$ cat src/rtl/pq_list_pkg.sv
`default_nettype none

package pq_list_pkg;

	localparam int NODE_ADDR_WIDTH = 5;
	localparam int NODE_COUNT = 2 ** NODE_ADDR_WIDTH;

	typedef logic [NODE_ADDR_WIDTH-1:0] node_ptr_t;
	typedef logic [NODE_ADDR_WIDTH:0] list_count_t;

	// Sentinels sit in the two lowest nodes, the rest go to the free list
	localparam node_ptr_t HEAD_NODE = 0;
	localparam node_ptr_t TAIL_NODE = 1;
	localparam node_ptr_t FIRST_FREE_NODE = 2;
	localparam node_ptr_t NULL_PTR = '1;

	localparam int LIST_CAPACITY = NODE_COUNT - 2;

endpackage

`default_nettype wire

$ cat src/rtl/pq_entry_pkg.sv
`default_nettype none

package pq_entry_pkg;

	localparam int RANK_WIDTH = 10;
	localparam int META_WIDTH = 10;

	typedef logic [RANK_WIDTH-1:0] rank_t;
	typedef logic [META_WIDTH-1:0] meta_t;

	// Head sentinel holds the top rank, tail sentinel the bottom one
	localparam rank_t RANK_MAX = '1;
	localparam rank_t RANK_MIN = '0;

endpackage

`default_nettype wire
$ cat src/rtl/pq_top.sv
`default_nettype none

module pq_top #(
	parameter int CACHE_DEPTH = 4,
	localparam int NUM_W = $clog2(CACHE_DEPTH + pq_list_pkg::LIST_CAPACITY + 1)
) (
	input wire clk,
	input wire rst,
	input wire insert,
	input wire remove,
	input wire pq_entry_pkg::rank_t rank_in,
	input wire pq_entry_pkg::meta_t meta_in,
	output pq_entry_pkg::rank_t rank_out,
	output pq_entry_pkg::meta_t meta_out,
	output logic valid_out,
	output logic busy,
	output logic full,
	output logic [NUM_W-1:0] num_entries
);

	// Cache command and status
	logic cache_insert;
	logic cache_evict;
	logic cache_remove;
	logic cache_empty;
	logic cache_full;
	pq_entry_pkg::rank_t cache_rank;
	pq_entry_pkg::rank_t cache_max_rank;
	pq_entry_pkg::meta_t cache_meta;
	pq_entry_pkg::meta_t cache_max_meta;
	logic [$clog2(CACHE_DEPTH + 1)-1:0] cache_count;

	// List engine handshake
	logic ins_req;
	logic pop_req;
	logic pop_valid;
	logic engine_idle;
	pq_entry_pkg::rank_t ins_rank;
	pq_entry_pkg::rank_t pop_rank;
	pq_entry_pkg::meta_t ins_meta;
	pq_entry_pkg::meta_t pop_meta;
	pq_list_pkg::list_count_t list_count;

	// Node memory ports
	logic rank_wr;
	logic meta_wr;
	logic rptr_wr;
	logic lptr_wr;
	pq_entry_pkg::rank_t rank_wdata;
	pq_entry_pkg::rank_t rank_rdata;
	pq_entry_pkg::meta_t meta_wdata;
	pq_entry_pkg::meta_t meta_rdata;
	pq_list_pkg::node_ptr_t rank_waddr;
	pq_list_pkg::node_ptr_t rank_raddr;
	pq_list_pkg::node_ptr_t meta_waddr;
	pq_list_pkg::node_ptr_t meta_raddr;
	pq_list_pkg::node_ptr_t rptr_waddr;
	pq_list_pkg::node_ptr_t rptr_raddr;
	pq_list_pkg::node_ptr_t rptr_wdata;
	pq_list_pkg::node_ptr_t rptr_rdata;
	pq_list_pkg::node_ptr_t lptr_waddr;
	pq_list_pkg::node_ptr_t lptr_raddr;
	pq_list_pkg::node_ptr_t lptr_wdata;
	pq_list_pkg::node_ptr_t lptr_rdata;

	// Free node FIFO
	logic alloc;
	logic release_req;
	logic free_empty;
	logic free_ready;
	pq_list_pkg::node_ptr_t free_ptr;
	pq_list_pkg::node_ptr_t release_ptr;

	rank_cache #(
		.CACHE_DEPTH(CACHE_DEPTH)
	) rank_cache_i (
		.clk,
		.rst,
		.insert(cache_insert),
		.rank_in(cache_rank),
		.meta_in(cache_meta),
		.evict(cache_evict),
		.remove(cache_remove),
		.rank_out,
		.meta_out,
		.valid_out,
		.max_rank(cache_max_rank),
		.max_meta(cache_max_meta),
		.count(cache_count),
		.empty(cache_empty),
		.full(cache_full)
	);

	spill_ctrl #(
		.CACHE_DEPTH(CACHE_DEPTH)
	) spill_ctrl_i (.*);

	list_engine list_engine_i (.*);

	node_store node_store_i (.*);

	free_list free_list_i (
		.*,
		.ready(free_ready)
	);

endmodule

`default_nettype wire

$ cat src/rtl/spill_ctrl.sv
`default_nettype none

module spill_ctrl #(
	parameter int CACHE_DEPTH = 4,
	localparam int CNT_W = $clog2(CACHE_DEPTH + 1),
	localparam int NUM_W = $clog2(CACHE_DEPTH + pq_list_pkg::LIST_CAPACITY + 1)
) (
	input wire clk,
	input wire rst,
	input wire insert,
	input wire remove,
	input wire pq_entry_pkg::rank_t rank_in,
	input wire pq_entry_pkg::meta_t meta_in,
	input wire free_ready,
	input wire free_empty,
	output logic cache_insert,
	output pq_entry_pkg::rank_t cache_rank,
	output pq_entry_pkg::meta_t cache_meta,
	output logic cache_evict,
	output logic cache_remove,
	input wire pq_entry_pkg::rank_t cache_max_rank,
	input wire pq_entry_pkg::meta_t cache_max_meta,
	input wire [CNT_W-1:0] cache_count,
	input wire cache_empty,
	input wire cache_full,
	output logic ins_req,
	output pq_entry_pkg::rank_t ins_rank,
	output pq_entry_pkg::meta_t ins_meta,
	output logic pop_req,
	input wire pq_entry_pkg::rank_t pop_rank,
	input wire pq_entry_pkg::meta_t pop_meta,
	input wire pop_valid,
	input wire engine_idle,
	input wire pq_list_pkg::list_count_t list_count,
	output logic busy,
	output logic full,
	output logic [NUM_W-1:0] num_entries
);

	logic refill_due;
	logic refill_wait;
	logic accept_insert;
	logic spill;

	// Smallest list node belongs in the cache as soon as there is room
	assign refill_due = !cache_full && (list_count != '0);
	assign busy = !free_ready || !engine_idle || refill_wait || refill_due;
	assign full = free_empty;
	assign num_entries = NUM_W'(cache_count) + NUM_W'(list_count);

	// Remove wins, an insert in the same cycle is dropped
	assign cache_remove = remove && !busy && !cache_empty;
	assign accept_insert = insert && !remove && !busy && !full;
	assign spill = cache_full && (rank_in < cache_max_rank);

	assign cache_insert = (accept_insert && (!cache_full || spill)) || pop_valid;
	assign cache_evict = accept_insert && spill;
	assign cache_rank = pop_valid ? pop_rank : rank_in;
	assign cache_meta = pop_valid ? pop_meta : meta_in;

	// Full cache hands either its old max or the new entry to the list
	assign ins_req = accept_insert && cache_full;
	assign ins_rank = spill ? cache_max_rank : rank_in;
	assign ins_meta = spill ? cache_max_meta : meta_in;
	assign pop_req = refill_due && engine_idle && !refill_wait;

	always_ff @(posedge clk)
	begin
		if (rst)
			refill_wait <= 1'b0;
		else if (pop_req)
			refill_wait <= 1'b1;
		else if (pop_valid)
			refill_wait <= 1'b0;
	end

endmodule

`default_nettype wire

$ cat src/rtl/list_engine.sv
`default_nettype none

module list_engine (
	input wire clk,
	input wire rst,
	input wire ins_req,
	input wire pq_entry_pkg::rank_t ins_rank,
	input wire pq_entry_pkg::meta_t ins_meta,
	input wire pop_req,
	output pq_entry_pkg::rank_t pop_rank,
	output pq_entry_pkg::meta_t pop_meta,
	output logic pop_valid,
	output logic engine_idle,
	output pq_list_pkg::list_count_t list_count,
	input wire free_ready,
	output logic rank_wr,
	output pq_list_pkg::node_ptr_t rank_waddr,
	output pq_entry_pkg::rank_t rank_wdata,
	output pq_list_pkg::node_ptr_t rank_raddr,
	input wire pq_entry_pkg::rank_t rank_rdata,
	output logic meta_wr,
	output pq_list_pkg::node_ptr_t meta_waddr,
	output pq_entry_pkg::meta_t meta_wdata,
	output pq_list_pkg::node_ptr_t meta_raddr,
	input wire pq_entry_pkg::meta_t meta_rdata,
	output logic rptr_wr,
	output pq_list_pkg::node_ptr_t rptr_waddr,
	output pq_list_pkg::node_ptr_t rptr_wdata,
	output pq_list_pkg::node_ptr_t rptr_raddr,
	input wire pq_list_pkg::node_ptr_t rptr_rdata,
	output logic lptr_wr,
	output pq_list_pkg::node_ptr_t lptr_waddr,
	output pq_list_pkg::node_ptr_t lptr_wdata,
	output pq_list_pkg::node_ptr_t lptr_raddr,
	input wire pq_list_pkg::node_ptr_t lptr_rdata,
	output logic alloc,
	input wire pq_list_pkg::node_ptr_t free_ptr,
	output logic release_req,
	output pq_list_pkg::node_ptr_t release_ptr
);

	localparam logic [3:0] S_INIT_WAIT = 4'd0;
	localparam logic [3:0] S_INIT_HEAD = 4'd1;
	localparam logic [3:0] S_INIT_TAIL = 4'd2;
	localparam logic [3:0] S_IDLE = 4'd3;
	localparam logic [3:0] S_WALK_WAIT = 4'd4;
	localparam logic [3:0] S_WALK_CHK = 4'd5;
	localparam logic [3:0] S_LINK_NEW = 4'd6;
	localparam logic [3:0] S_LINK_NEAR = 4'd7;
	localparam logic [3:0] S_POP_WAIT = 4'd8;
	localparam logic [3:0] S_POP_LINK = 4'd9;

	logic [3:0] state;
	logic found;
	pq_list_pkg::node_ptr_t rd_addr;
	pq_list_pkg::node_ptr_t cur;
	pq_list_pkg::node_ptr_t prev;
	pq_list_pkg::node_ptr_t low_node;
	pq_entry_pkg::rank_t key_rank;
	pq_entry_pkg::meta_t key_meta;

	// All fields of a node are read together
	assign rank_raddr = rd_addr;
	assign meta_raddr = rd_addr;
	assign rptr_raddr = rd_addr;
	assign lptr_raddr = rd_addr;

	assign engine_idle = (state == S_IDLE);
	assign release_ptr = low_node;
	// Stop at the first node ranked below the key; the tail catches a key of zero
	assign found = (rank_rdata < key_rank) || (cur == pq_list_pkg::TAIL_NODE);

	always_comb
	begin
		// By default the new node sits at the free head between prev and cur
		rank_wr = 1'b0;
		rank_waddr = free_ptr;
		rank_wdata = key_rank;
		meta_wr = 1'b0;
		meta_waddr = free_ptr;
		meta_wdata = key_meta;
		rptr_wr = 1'b0;
		rptr_waddr = free_ptr;
		rptr_wdata = cur;
		lptr_wr = 1'b0;
		lptr_waddr = free_ptr;
		lptr_wdata = prev;
		alloc = 1'b0;
		release_req = 1'b0;
		case (state)
			S_INIT_HEAD:
			begin
				rank_wr = 1'b1;
				rank_waddr = pq_list_pkg::HEAD_NODE;
				rank_wdata = pq_entry_pkg::RANK_MAX;
				rptr_wr = 1'b1;
				rptr_waddr = pq_list_pkg::HEAD_NODE;
				rptr_wdata = pq_list_pkg::TAIL_NODE;
				lptr_wr = 1'b1;
				lptr_waddr = pq_list_pkg::HEAD_NODE;
				lptr_wdata = pq_list_pkg::NULL_PTR;
			end
			S_INIT_TAIL:
			begin
				rank_wr = 1'b1;
				rank_waddr = pq_list_pkg::TAIL_NODE;
				rank_wdata = pq_entry_pkg::RANK_MIN;
				rptr_wr = 1'b1;
				rptr_waddr = pq_list_pkg::TAIL_NODE;
				rptr_wdata = pq_list_pkg::NULL_PTR;
				lptr_wr = 1'b1;
				lptr_waddr = pq_list_pkg::TAIL_NODE;
				lptr_wdata = pq_list_pkg::HEAD_NODE;
			end
			S_LINK_NEW:
			begin
				rank_wr = 1'b1;
				meta_wr = 1'b1;
				rptr_wr = 1'b1;
				lptr_wr = 1'b1;
			end
			S_LINK_NEAR:
			begin
				rptr_wr = 1'b1;
				rptr_waddr = prev;
				rptr_wdata = free_ptr;
				lptr_wr = 1'b1;
				lptr_waddr = cur;
				lptr_wdata = free_ptr;
				alloc = 1'b1;
			end
			S_POP_LINK:
			begin
				// Left neighbour of the popped node becomes the last before the tail
				rptr_wr = 1'b1;
				rptr_waddr = lptr_rdata;
				rptr_wdata = pq_list_pkg::TAIL_NODE;
				lptr_wr = 1'b1;
				lptr_waddr = pq_list_pkg::TAIL_NODE;
				lptr_wdata = lptr_rdata;
				release_req = 1'b1;
			end
			default:
			begin
			end
		endcase
	end

	always_ff @(posedge clk)
	begin
		if (rst)
		begin
			state <= S_INIT_WAIT;
			low_node <= pq_list_pkg::HEAD_NODE;
			list_count <= '0;
			pop_valid <= 1'b0;
		end
		else
		begin
			pop_valid <= 1'b0;
			case (state)
				S_INIT_WAIT:
					if (free_ready)
						state <= S_INIT_HEAD;
				S_INIT_HEAD:
					state <= S_INIT_TAIL;
				S_INIT_TAIL:
					state <= S_IDLE;
				S_IDLE:
					if (pop_req)
					begin
						rd_addr <= low_node;
						state <= S_POP_WAIT;
					end
					else if (ins_req)
					begin
						rd_addr <= pq_list_pkg::HEAD_NODE;
						cur <= pq_list_pkg::HEAD_NODE;
						key_rank <= ins_rank;
						key_meta <= ins_meta;
						state <= S_WALK_WAIT;
					end
				S_WALK_WAIT:
					state <= S_WALK_CHK;
				S_WALK_CHK:
					if (found)
						state <= S_LINK_NEW;
					else
					begin
						prev <= cur;
						cur <= rptr_rdata;
						rd_addr <= rptr_rdata;
						state <= S_WALK_WAIT;
					end
				S_LINK_NEW:
					state <= S_LINK_NEAR;
				S_LINK_NEAR:
				begin
					if (cur == pq_list_pkg::TAIL_NODE)
						low_node <= free_ptr;
					list_count <= list_count + 1'b1;
					state <= S_IDLE;
				end
				S_POP_WAIT:
					state <= S_POP_LINK;
				S_POP_LINK:
				begin
					pop_rank <= rank_rdata;
					pop_meta <= meta_rdata;
					pop_valid <= 1'b1;
					low_node <= lptr_rdata;
					list_count <= list_count - 1'b1;
					state <= S_IDLE;
				end
				default:
					state <= S_INIT_WAIT;
			endcase
		end
	end

endmodule

`default_nettype wire

$ cat src/rtl/node_store.sv
`default_nettype none

module node_store (
	input wire clk,
	input wire rank_wr,
	input wire pq_list_pkg::node_ptr_t rank_waddr,
	input wire pq_entry_pkg::rank_t rank_wdata,
	input wire pq_list_pkg::node_ptr_t rank_raddr,
	output pq_entry_pkg::rank_t rank_rdata,
	input wire meta_wr,
	input wire pq_list_pkg::node_ptr_t meta_waddr,
	input wire pq_entry_pkg::meta_t meta_wdata,
	input wire pq_list_pkg::node_ptr_t meta_raddr,
	output pq_entry_pkg::meta_t meta_rdata,
	input wire rptr_wr,
	input wire pq_list_pkg::node_ptr_t rptr_waddr,
	input wire pq_list_pkg::node_ptr_t rptr_wdata,
	input wire pq_list_pkg::node_ptr_t rptr_raddr,
	output pq_list_pkg::node_ptr_t rptr_rdata,
	input wire lptr_wr,
	input wire pq_list_pkg::node_ptr_t lptr_waddr,
	input wire pq_list_pkg::node_ptr_t lptr_wdata,
	input wire pq_list_pkg::node_ptr_t lptr_raddr,
	output pq_list_pkg::node_ptr_t lptr_rdata
);

	pq_entry_pkg::rank_t rank_mem [pq_list_pkg::NODE_COUNT];
	pq_entry_pkg::meta_t meta_mem [pq_list_pkg::NODE_COUNT];
	pq_list_pkg::node_ptr_t rptr_mem [pq_list_pkg::NODE_COUNT];
	pq_list_pkg::node_ptr_t lptr_mem [pq_list_pkg::NODE_COUNT];

	// One simple dual-port RAM per field with read data one cycle after the address
	always_ff @(posedge clk)
	begin
		if (rank_wr)
			rank_mem[rank_waddr] <= rank_wdata;
		rank_rdata <= rank_mem[rank_raddr];
	end

	always_ff @(posedge clk)
	begin
		if (meta_wr)
			meta_mem[meta_waddr] <= meta_wdata;
		meta_rdata <= meta_mem[meta_raddr];
	end

	always_ff @(posedge clk)
	begin
		if (rptr_wr)
			rptr_mem[rptr_waddr] <= rptr_wdata;
		rptr_rdata <= rptr_mem[rptr_raddr];
	end

	always_ff @(posedge clk)
	begin
		if (lptr_wr)
			lptr_mem[lptr_waddr] <= lptr_wdata;
		lptr_rdata <= lptr_mem[lptr_raddr];
	end

endmodule

`default_nettype wire

$ cat src/rtl/free_list.sv
`default_nettype none

module free_list (
	input wire clk,
	input wire rst,
	input wire alloc,
	output pq_list_pkg::node_ptr_t free_ptr,
	input wire release_req,
	input wire pq_list_pkg::node_ptr_t release_ptr,
	output logic free_empty,
	output logic ready
);

	pq_list_pkg::node_ptr_t mem [pq_list_pkg::NODE_COUNT];
	pq_list_pkg::node_ptr_t rd_ptr;
	pq_list_pkg::node_ptr_t wr_ptr;
	pq_list_pkg::node_ptr_t init_ptr;
	pq_list_pkg::list_count_t occupancy;
	logic filling;
	logic push;

	// Self-fill owns the write side until every spare node is queued
	assign push = filling || release_req;
	assign free_ptr = mem[rd_ptr];
	assign ready = !filling;
	assign free_empty = ready && (occupancy == '0);

	always_ff @(posedge clk)
	begin
		if (push)
			mem[wr_ptr] <= filling ? init_ptr : release_ptr;
	end

	always_ff @(posedge clk)
	begin
		if (rst)
		begin
			rd_ptr <= '0;
			wr_ptr <= '0;
			occupancy <= '0;
			init_ptr <= pq_list_pkg::FIRST_FREE_NODE;
			filling <= 1'b1;
		end
		else
		begin
			if (filling)
			begin
				init_ptr <= init_ptr + 1'b1;
				if (init_ptr == pq_list_pkg::node_ptr_t'(pq_list_pkg::NODE_COUNT - 1))
					filling <= 1'b0;
			end
			if (push)
				wr_ptr <= wr_ptr + 1'b1;
			if (alloc)
				rd_ptr <= rd_ptr + 1'b1;
			if (push && !alloc)
				occupancy <= occupancy + 1'b1;
			else if (alloc && !push)
				occupancy <= occupancy - 1'b1;
		end
	end

endmodule

`default_nettype wire

$ cat src/rtl/rank_cache.sv
`default_nettype none

module rank_cache #(
	parameter int CACHE_DEPTH = 4,
	localparam int CNT_W = $clog2(CACHE_DEPTH + 1),
	localparam int IDX_W = $clog2(CACHE_DEPTH)
) (
	input wire clk,
	input wire rst,
	input wire insert,
	input wire pq_entry_pkg::rank_t rank_in,
	input wire pq_entry_pkg::meta_t meta_in,
	input wire evict,
	input wire remove,
	output pq_entry_pkg::rank_t rank_out,
	output pq_entry_pkg::meta_t meta_out,
	output logic valid_out,
	output pq_entry_pkg::rank_t max_rank,
	output pq_entry_pkg::meta_t max_meta,
	output logic [CNT_W-1:0] count,
	output logic empty,
	output logic full
);

	pq_entry_pkg::rank_t rank_q [CACHE_DEPTH];
	pq_entry_pkg::meta_t meta_q [CACHE_DEPTH];
	logic [CACHE_DEPTH-1:0] below;
	logic [IDX_W-1:0] max_idx;

	// Valid slots ranked under the new entry form a thermometer since slots stay sorted
	always_comb
	begin
		for (int i = 0; i < CACHE_DEPTH; i++)
		begin
			below[i] = (i < count) && (rank_q[i] < rank_in);
		end
	end

	assign empty = (count == '0);
	assign full = (count == CNT_W'(CACHE_DEPTH));
	assign max_idx = empty ? '0 : IDX_W'(count - 1'b1);
	assign max_rank = rank_q[max_idx];
	assign max_meta = meta_q[max_idx];

	always_ff @(posedge clk)
	begin
		if (remove)
		begin
			rank_out <= rank_q[0];
			meta_out <= meta_q[0];
			for (int i = 0; i < CACHE_DEPTH - 1; i++)
			begin
				rank_q[i] <= rank_q[i + 1];
				meta_q[i] <= meta_q[i + 1];
			end
		end
		else if (insert)
		begin
			if (!below[0])
			begin
				rank_q[0] <= rank_in;
				meta_q[0] <= meta_in;
			end
			// Entries above the insert point move up one slot, the last one falls off
			for (int i = 1; i < CACHE_DEPTH; i++)
			begin
				if (below[i - 1] && !below[i])
				begin
					rank_q[i] <= rank_in;
					meta_q[i] <= meta_in;
				end
				else if (!below[i - 1])
				begin
					rank_q[i] <= rank_q[i - 1];
					meta_q[i] <= meta_q[i - 1];
				end
			end
		end
	end

	always_ff @(posedge clk)
	begin
		if (rst)
		begin
			count <= '0;
			valid_out <= 1'b0;
		end
		else
		begin
			valid_out <= remove;
			if (remove)
				count <= count - 1'b1;
			// Evict keeps the count, the new entry takes the dropped slot
			else if (insert && !evict)
				count <= count + 1'b1;
		end
	end

endmodule

`default_nettype wire

$ cat config.mk
export PLATFORM = sky130hd
export DESIGN_NAME = pq_top
export DESIGN_NICKNAME = d
export VERILOG_FILES = /design/src/rtl/pq_list_pkg.sv /design/src/rtl/pq_entry_pkg.sv /design/src/rtl/pq_top.sv /design/src/rtl/spill_ctrl.sv /design/src/rtl/list_engine.sv /design/src/rtl/node_store.sv /design/src/rtl/free_list.sv /design/src/rtl/rank_cache.sv
export SDC_FILE = /design/constraint.sdc
export NUM_CORES = 1
export LEC_CHECK = 0
export ABC_CLOCK_PERIOD_IN_PS = 7200
export CORE_MARGIN = 2
export CORE_UTILIZATION = 46
export DETAILED_ROUTE_END_ITERATION = 12
export DONT_BUFFER_PORTS = 1
export SYNTH_ARGS = -nofsm -noshare
export SYNTH_HDL_FRONTEND = slang
export SYNTH_SLANG_ARGS = --single-unit
$ cat constraint.sdc
create_clock -name clk -period 7.2 [get_ports clk]
set_input_delay 1.44 -clock clk [delete_from_list [all_inputs] [get_ports clk]]
set_output_delay 1.44 -clock clk [all_outputs]
set_load 0.01 [all_outputs]
==> metrics.yaml, run 1 <==
outcome: "complete, no violations"
cts.sinks: 1353
core-area_um2: 119700
critical-path-top-delay-family: "compound AO/OA/AOI/OAI gates"
ys_seq_area_frac: 0.7194
drc: 0
ctsResizeCount: 0
worstPathCellList: "inv_1 > ha_1 > and2_1 > a21oi_1 > nand2b_1 > o221ai_1 > ha_1 > a21oi_1 > o21a_1 > o22ai_1 > a211oi_1 > nand2_1 > mux2_2"
nets: 3177
grt_pass1_wl_mm: 189.7
drt_wl_total_mm: 125.5
dr.first_iter.drc_count: 2619
grt_pass1_vias: 29330
rsz0062_at_grt: "no"
crit_path_end_kind: "flop"
min_path_type: "flop to flop"
max_freq_mhz: 169.0
hold_buffers: 0
clk_pin_slew_ps: 60
fin_util: 0.5190
synth_top_area_cell: "edfxtp_1"
setup_viol: 0
cts_tree: "yes"
synth_flop_cell: "edfxtp_1"
yosysMostFrequentCell: "edfxtp_1"
dieArea_um2: 123200
ctsHtreeMaxLevel: 4
ant_nets: 0
diodes: 0
slew_violations: 0
required_ps: 7700
vias: 28270
synth_top_cells_by_area: "edfxtp_1 69%, mux4_2 13%, dfxtp_1 2.8%, ha_1 1.7%, nor2_1 1.7%"
synth_common_cells: "1,275 x edfxtp_1, 321 x mux4_2, 255 x nor2_1"
dp_hpwl_mm: 82.09
initial_utilization: 0.4629
viasPerCell: 5.886
slowest_delay_ps: 910
powerDensity_nw_per_um2: 262.5
antenna_found_initial: 0
clk-insertion-delay-late_ps: 750
wl_per_cell_um: 26.12
min_period_ps: 5916
drive_above_1_share: 0.2125
ir_worst_vdd_mv: 0.2395
crit_slowest_cell: "nand2_1"
rows: 127
clock_skew_ps: 31.44
overflow: 0
die_x_um: 351.0
crit_buf_inv: 1
gp_congestion: 0.8769
synthArstFlopShare: 0
grt_start_max_net_pins: 138
synth.avg_cell_area_um2: 18.29
tightestPinTransition_ps: 1275
port_buffers: 0
synth_cells: 3029
p_leak_nw: 19.40
synth_warnings: 0
io_pins: 53
dr.pass1.iters: 5
crit_type: "flop to flop"
synth_area_um2: 55390
synth_edf_count: 1275
synth_top_area_frac: 0.6912
clk_path_buf_depth: 3
cts_buffers: 141
grtUsageTotal: 0.2069
cts_setup_buffers: 0
hold_slack_ps: 406.5
setup_tns_ps: 0
cp_max_fo: 39
clockRootBuffer: "clkbuf_16"
cap_violations: 0
synth_cell_types: 69
die_h_um: 351.0
finalCritPeriodShare: 0.8217
arrival_ps: 6410
synthesis.nets: 3133
yosys_register_bits: 1353
finalHoldViolCount: 0
syn2layout_area_growth_pct: 12.11
start_kind: "flop"
timing.max_slew.rel_slack: 0.1470
==> path summary, 6_finish.rpt <==
path                                      startpoint                             endpoint  slack, ps  depth (start not counted)
setup reg to reg  rank_cache_i.count[0]$_SDFFE_PP0P_  list_engine_i.key_rank[0]$_DFFE_PP_       1280                         13
hold / removal    node_store_i.meta_rdata[2]$_DFF_P_  list_engine_i.pop_meta[2]$_DFFE_PP_        410                          0
setup / recovery  rank_cache_i.count[0]$_SDFFE_PP0P_  list_engine_i.key_rank[0]$_DFFE_PP_       1280                         13
hold reg to reg   node_store_i.meta_rdata[2]$_DFF_P_  list_engine_i.pop_meta[2]$_DFFE_PP_        410                          0
==> final cells by class <==
type | count | area (um^2)
clock inverters | 88 | 948.4
repair buffers | 62 | 515.5
fillers | 9394 | 57560
clock buffers | 173 | 3774
inverters | 53 | 198.9
flip-flops and latches | 1353 | 39850
well taps | 1612 | 2017
multi-input cells | 1462 | 14800
==> stage by stage <==
step	instances	total power (W)	worst slack, ps	instance area [um^2]
after floorplan	3029	0.008954	1699	55390
after global placement	4542	0.009085	1562	57380
after detailed placement	4542	0.009095	1282	57380
after CTS	4803	0.01644	1245	62100
after global routing	4803	0.01678	704.8	62100
final	4803	0.01630	1284	62100
==> kinds of logic (layout without fill, tap and decap cells) <==
family	after synthesis	in the layout	share of synthesized area
compound gates	345	345	0.04021
xor+xnor	26	26	0.004111
fa+ha+maj	80	80	0.01848
buf+inv	214	376	0.01523
flops	1353	1353	0.7194
mux	470	470	0.1588
simple gates	541	541	0.04378
==> routing by layer <==
metal  vias to the layer above  track usage  wire, um
met5                         -            0         0
met4                         0      0.06552      3353
met3                       226      0.03405      6619
met2                       875       0.3448     62620
met1                     14830       0.2796     52870
li1                      12340            -         -
==> state kept, by name (all words and copies together) (netlist names), 6 cells and up, named ones only <==
register	flops
node_store_i.meta_mem	320
node_store_i.rank_mem	320
free_list_i.mem	160
node_store_i.lptr_mem	160
node_store_i.rptr_mem	160
rank_cache_i.meta_q	40
rank_cache_i.rank_q	40
list_engine_i.key_rank	10
list_engine_i.meta_wdata	10
list_engine_i.pop_meta	10
list_engine_i.pop_rank	10
node_store_i.meta_rdata	10
node_store_i.rank_rdata	10
rank_cache_i.meta_out	10
rank_cache_i.rank_out	10
free_list_i.occupancy	6
list_engine_i.list_count	6
==> cell usage in the layout, fill, tap and decap left out, types with 9 or more instances in the layout <==
cell / n
nand2b_1: 13
clkinv_2: 25
mux2_2: 56
buf_4: 58
a21o_1: 31
bufinv_16: 16
o21ai_0: 48
nand3_1: 33
xnor2_1: 13
o21a_1: 9
nor4_1: 9
a21oi_1: 124
dfxtp_1: 77
o22a_1: 20
and2_1: 12
inv_1: 50
a22oi_1: 13
o211ai_1: 18
nand4_1: 13
xor2_1: 13
edfxtp_1: 1275
o221ai_1: 16
clkbuf_16: 145
mux4_2: 321
clkbuf_1: 24
clkinv_1: 27
nor2_1: 253
ha_1: 77
a221oi_1: 15
nor3_1: 50
nand2_1: 105
mux2i_1: 90
==> where the power goes <==
part | internal (W) | switching, W
combinational | 0.000112 | 0.000284
clock | 0.00434 | 0.00304
sequential | 0.00852 | 0.0000128
Note: power is estimated with default switching activity, not from simulation.
==> inputs of run 2 (changes only) <==
ABC_AREA = 1   (was unset)
ABC_CLOCK_PERIOD_IN_PS = 5030   (was 7200)
clock period = 5.03 ns   (was 7.2 ns; I/O delays follow)
==> run 2 against run 1 <==
Clock skew barely moved. Combinational power grew to 3.3 times the previous value. Flip-flop and latch count did not move. Total power increased by 47%. Register-to-register slack got worse by 840 ps. Hold slack got worse by 75 ps. Final cell count rose by 35%. Final area is 1.9% higher. Sequential share of layout area shrank 1.2 points. Global-route usage up 3.2 points. Via count grew 34%. Critical endpoint is now rank_cache_i.meta_q[2][4]$_DFFE_PP_.
==> metrics.yaml, run 2 <==
ff2ff_path_depth: 22  # +9
start_kind: "flop"
slew_violations: 0  # unchanged
port_buffers: 0  # unchanged
min_period_ps: 4589  # -1327 ps
required_ps: 5450  # -2250 ps
drive_above_1_share: 0.09286  # -0.1196
die_x_um: 354.4  # +0.95%
nets: 4835  # +52%
synth_cells: 4702  # +55%
regArea_um2: 39850  # unchanged
drc: 0  # unchanged
vias: 37830  # +34%
synth_flop_cell: "edfxtp_1"
fin_util: 0.5200  # +0.0009690
antenna_found_initial: 3  # +3
dieArea_um2: 125600  # +1.9%
synth_top_area_frac: 0.6781  # -0.01314
yosys_register_bits: 1353  # unchanged
final_common_cell: "edfxtp_1"
clk-insertion-delay-late_ps: 760  # about the same
clk_path_buf_depth: 3  # unchanged
nFillCells: 10410  # +11%
tightestPinTransition_ps: 1196  # -79.29 ps
cts_buffers: 142  # +0.71%
finalHoldViolCount: 0  # unchanged
place_inst: 6212  # +37%
layout_common_cells: "1,275 x edfxtp_1, 848 x nor2_1, 735 x o21ai_0, 419 x nand2_1, 216 x o221ai_1"
crit_type: "flop to flop"
synthesis.nets: 4806  # +53%
synth_common_cells: "1,275 x edfxtp_1, 850 x nor2_1, 750 x o21ai_0"
clk_pin_slew_ps: 60  # about the same
largestRegisters: "node_store_i.meta_mem x320, node_store_i.rank_mem x320"
cp_max_fo: 22  # -44%
arrival_ps: 5010  # -1400 ps
min_path_type: "primary input to flop"
overflow: 0  # unchanged
outcome: "complete, no violations"
synth_top_cells_by_area: "edfxtp_1 68%, o21ai_0 6.6%, nor2_1 5.7%, o221ai_1 3.4%, nand2_1 2.8%"
gp_congestion: 0.8771  # about the same
grt_start_max_net_pins: 173  # +25%
wl_per_cell_um: 23.57  # -9.8%
synth_area_um2: 56460  # +1.9%
cts_setup_buffers: 0  # unchanged
setup_tns_ps: 0  # unchanged
viasPerCell: 5.846  # -0.69%
powerDensity_nw_per_um2: 379.4  # +45%
drt_wl_total_mm: 152.5  # +22%
syn2layout_area_growth_pct: 12.09  # about the same
synth_warnings: 0  # unchanged
core-area_um2: 121700  # +1.7%
synthArstFlopShare: 0  # unchanged
timing.max_slew.rel_slack: 0.2030  # +0.05600
cap_violations: 0  # unchanged
multiInputGateArea_um2: 14790  # about the same
clockRootBuffer: "clkbuf_16"
yosysMostFrequentCell: "edfxtp_1"
cts.sinks: 1353  # unchanged
finalCritPeriodShare: 0.9124  # +0.09070
grt_pass1_wl_mm: 227.1  # +20%
rows: 128  # +0.79%
die_h_um: 354.4  # +0.95%
crit_path_end_kind: "flop"
rsz0062_at_grt: "no"
ctsHtreeMaxLevel: 4  # unchanged
grt_pass1_vias: 36040  # +23%
synth.avg_cell_area_um2: 12.01  # -34%
synth_edf_count: 1275  # unchanged
synth_cell_types: 53  # -23%
ant_nets: 0  # unchanged
hold_buffers: 0  # unchanged
grtUsageTotal: 0.2386  # +0.03169
ys_seq_area_frac: 0.7057  # -0.01368
max_freq_mhz: 217.9  # +29%
setup_viol: 0  # unchanged
hold_depth: 1  # +1
clock_skew_ps: 31.72  # +0.2821 ps
initial_utilization: 0.4639  # +0.0009730
dr.first_iter.drc_count: 3918  # +50%
cts_tree: "yes"
p_leak_nw: 21.27  # +9.6%
dp_hpwl_mm: 92.20  # +12%
diodes: 0  # unchanged
io_pins: 53  # unchanged
ir_worst_vdd_mv: 0.3490  # +46%
fin_cells: 6471  # +35%
synth_top_area_cell: "edfxtp_1"
dr.pass1.iters: 5  # unchanged
[run 2: changes by cell type after synthesis, moves of 68 or more]
cell / previous run / this run
o21ai_0: 55 / 750
nor2_1: 255 / 850
mux4_2: 321 / 0
nand2_1: 105 / 419
o221ai_1: 16 / 216
inv_1: 50 / 182
clkbuf_1: 119 / 249
nand3_1: 33 / 152
mux2i_1: 90 / 0
o22ai_1: 1 / 69
[run 2: cell families after synthesis]
kind of cell / after synthesis / share of synthesized area
flops: 1353 / 0.7057
buf+inv: 499 / 0.03455
fa+ha+maj: 80 / 0.01813
compound gates: 1266 / 0.1339
xor+xnor: 13 / 0.002017
simple gates: 1491 / 0.1057
[run 2: final cells by class]
cell class | count | area share
clock buffer | 185 | 0.05984
clock inverter | 74 | 0.008165
inverter | 200 | 0.01212
tap | 1625 | 0.03213
timing repair buffer | 184 | 0.02440
multi-input combinational | 2850 | 0.2337
sequential | 1353 | 0.6297
[run 2: metal layers]
layer / part of all wire / track usage
met5: 0.00016 / 0
met4: 0.031 / 0.08322
met3: 0.068 / 0.03553
met2: 0.48 / 0.3887
met1: 0.42 / 0.3279
[run 2: stage by stage]
| stage | total power [W] | instance area (um^2) | hold WS (ps) | setup WS [ps] |
|---|---|---|---|---|
| 4_1_cts | 0.02415 | 63280 | 280.8 | 367.7 |
| 5_1_grt | 0.02469 | 63290 | 298.0 | 34.81 |
| 2_1_floorplan | 0.01375 | 56460 | 385.5 | 1008 |
| 3_5_place_dp | 0.01437 | 58980 | 389.5 | 394.2 |
| 3_3_place_gp | 0.01435 | 58980 | 389.7 | 442.5 |
| 6_report | 0.02401 | 63290 | 331.9 | 440.6 |
[run 2: power by group]
group / internal, W / leakage, nW / switching [W]
combinational: 0.000235 / 7.13 / 0.00107
sequential: 0.0128 / 12.0 / 0.0000317
clock: 0.00557 / 2.10 / 0.00431
[run 2: critical path: stages (launching register included)]
cell      delay (ps)
dfxtp_1          460
inv_1            100
ha_1             300
nand2_4          140
nand2_2          160
inv_1            430
o21ai_0          150
a21oi_1          160
nor2_1            80
ha_1             300
a21oi_1          130
nand3b_1         120
a21oi_1           60
nor2_1           150
nand2_1          120
nand2_1           90
nand2_2           70
a21oi_2          180
inv_2             60
nor2_2           110
inv_2            210
nand3_1          330
buf_4            350
[run 2: final timing paths]
path	startpoint	endpoint	slack, ps
worst max-delay path	rank_cache_i.count[0]$_SDFFE_PP0P_	rank_cache_i.meta_q[2][4]$_DFFE_PP_	440
worst max register to register	rank_cache_i.count[0]$_SDFFE_PP0P_	rank_cache_i.meta_q[2][4]$_DFFE_PP_	440
worst min register to register	node_store_i.meta_rdata[4]$_DFF_P_	list_engine_i.pop_meta[4]$_DFFE_PP_	400
worst min-delay path	rst	rank_cache_i.count[2]$_SDFFE_PP0P_	330
[run 2: what timing repair did]
item | in CTS | in global routing
gates resized for setup | 0 | 1
endpoints found under the hold margin | 0 | 0
endpoints found under the setup margin | 0 | 25
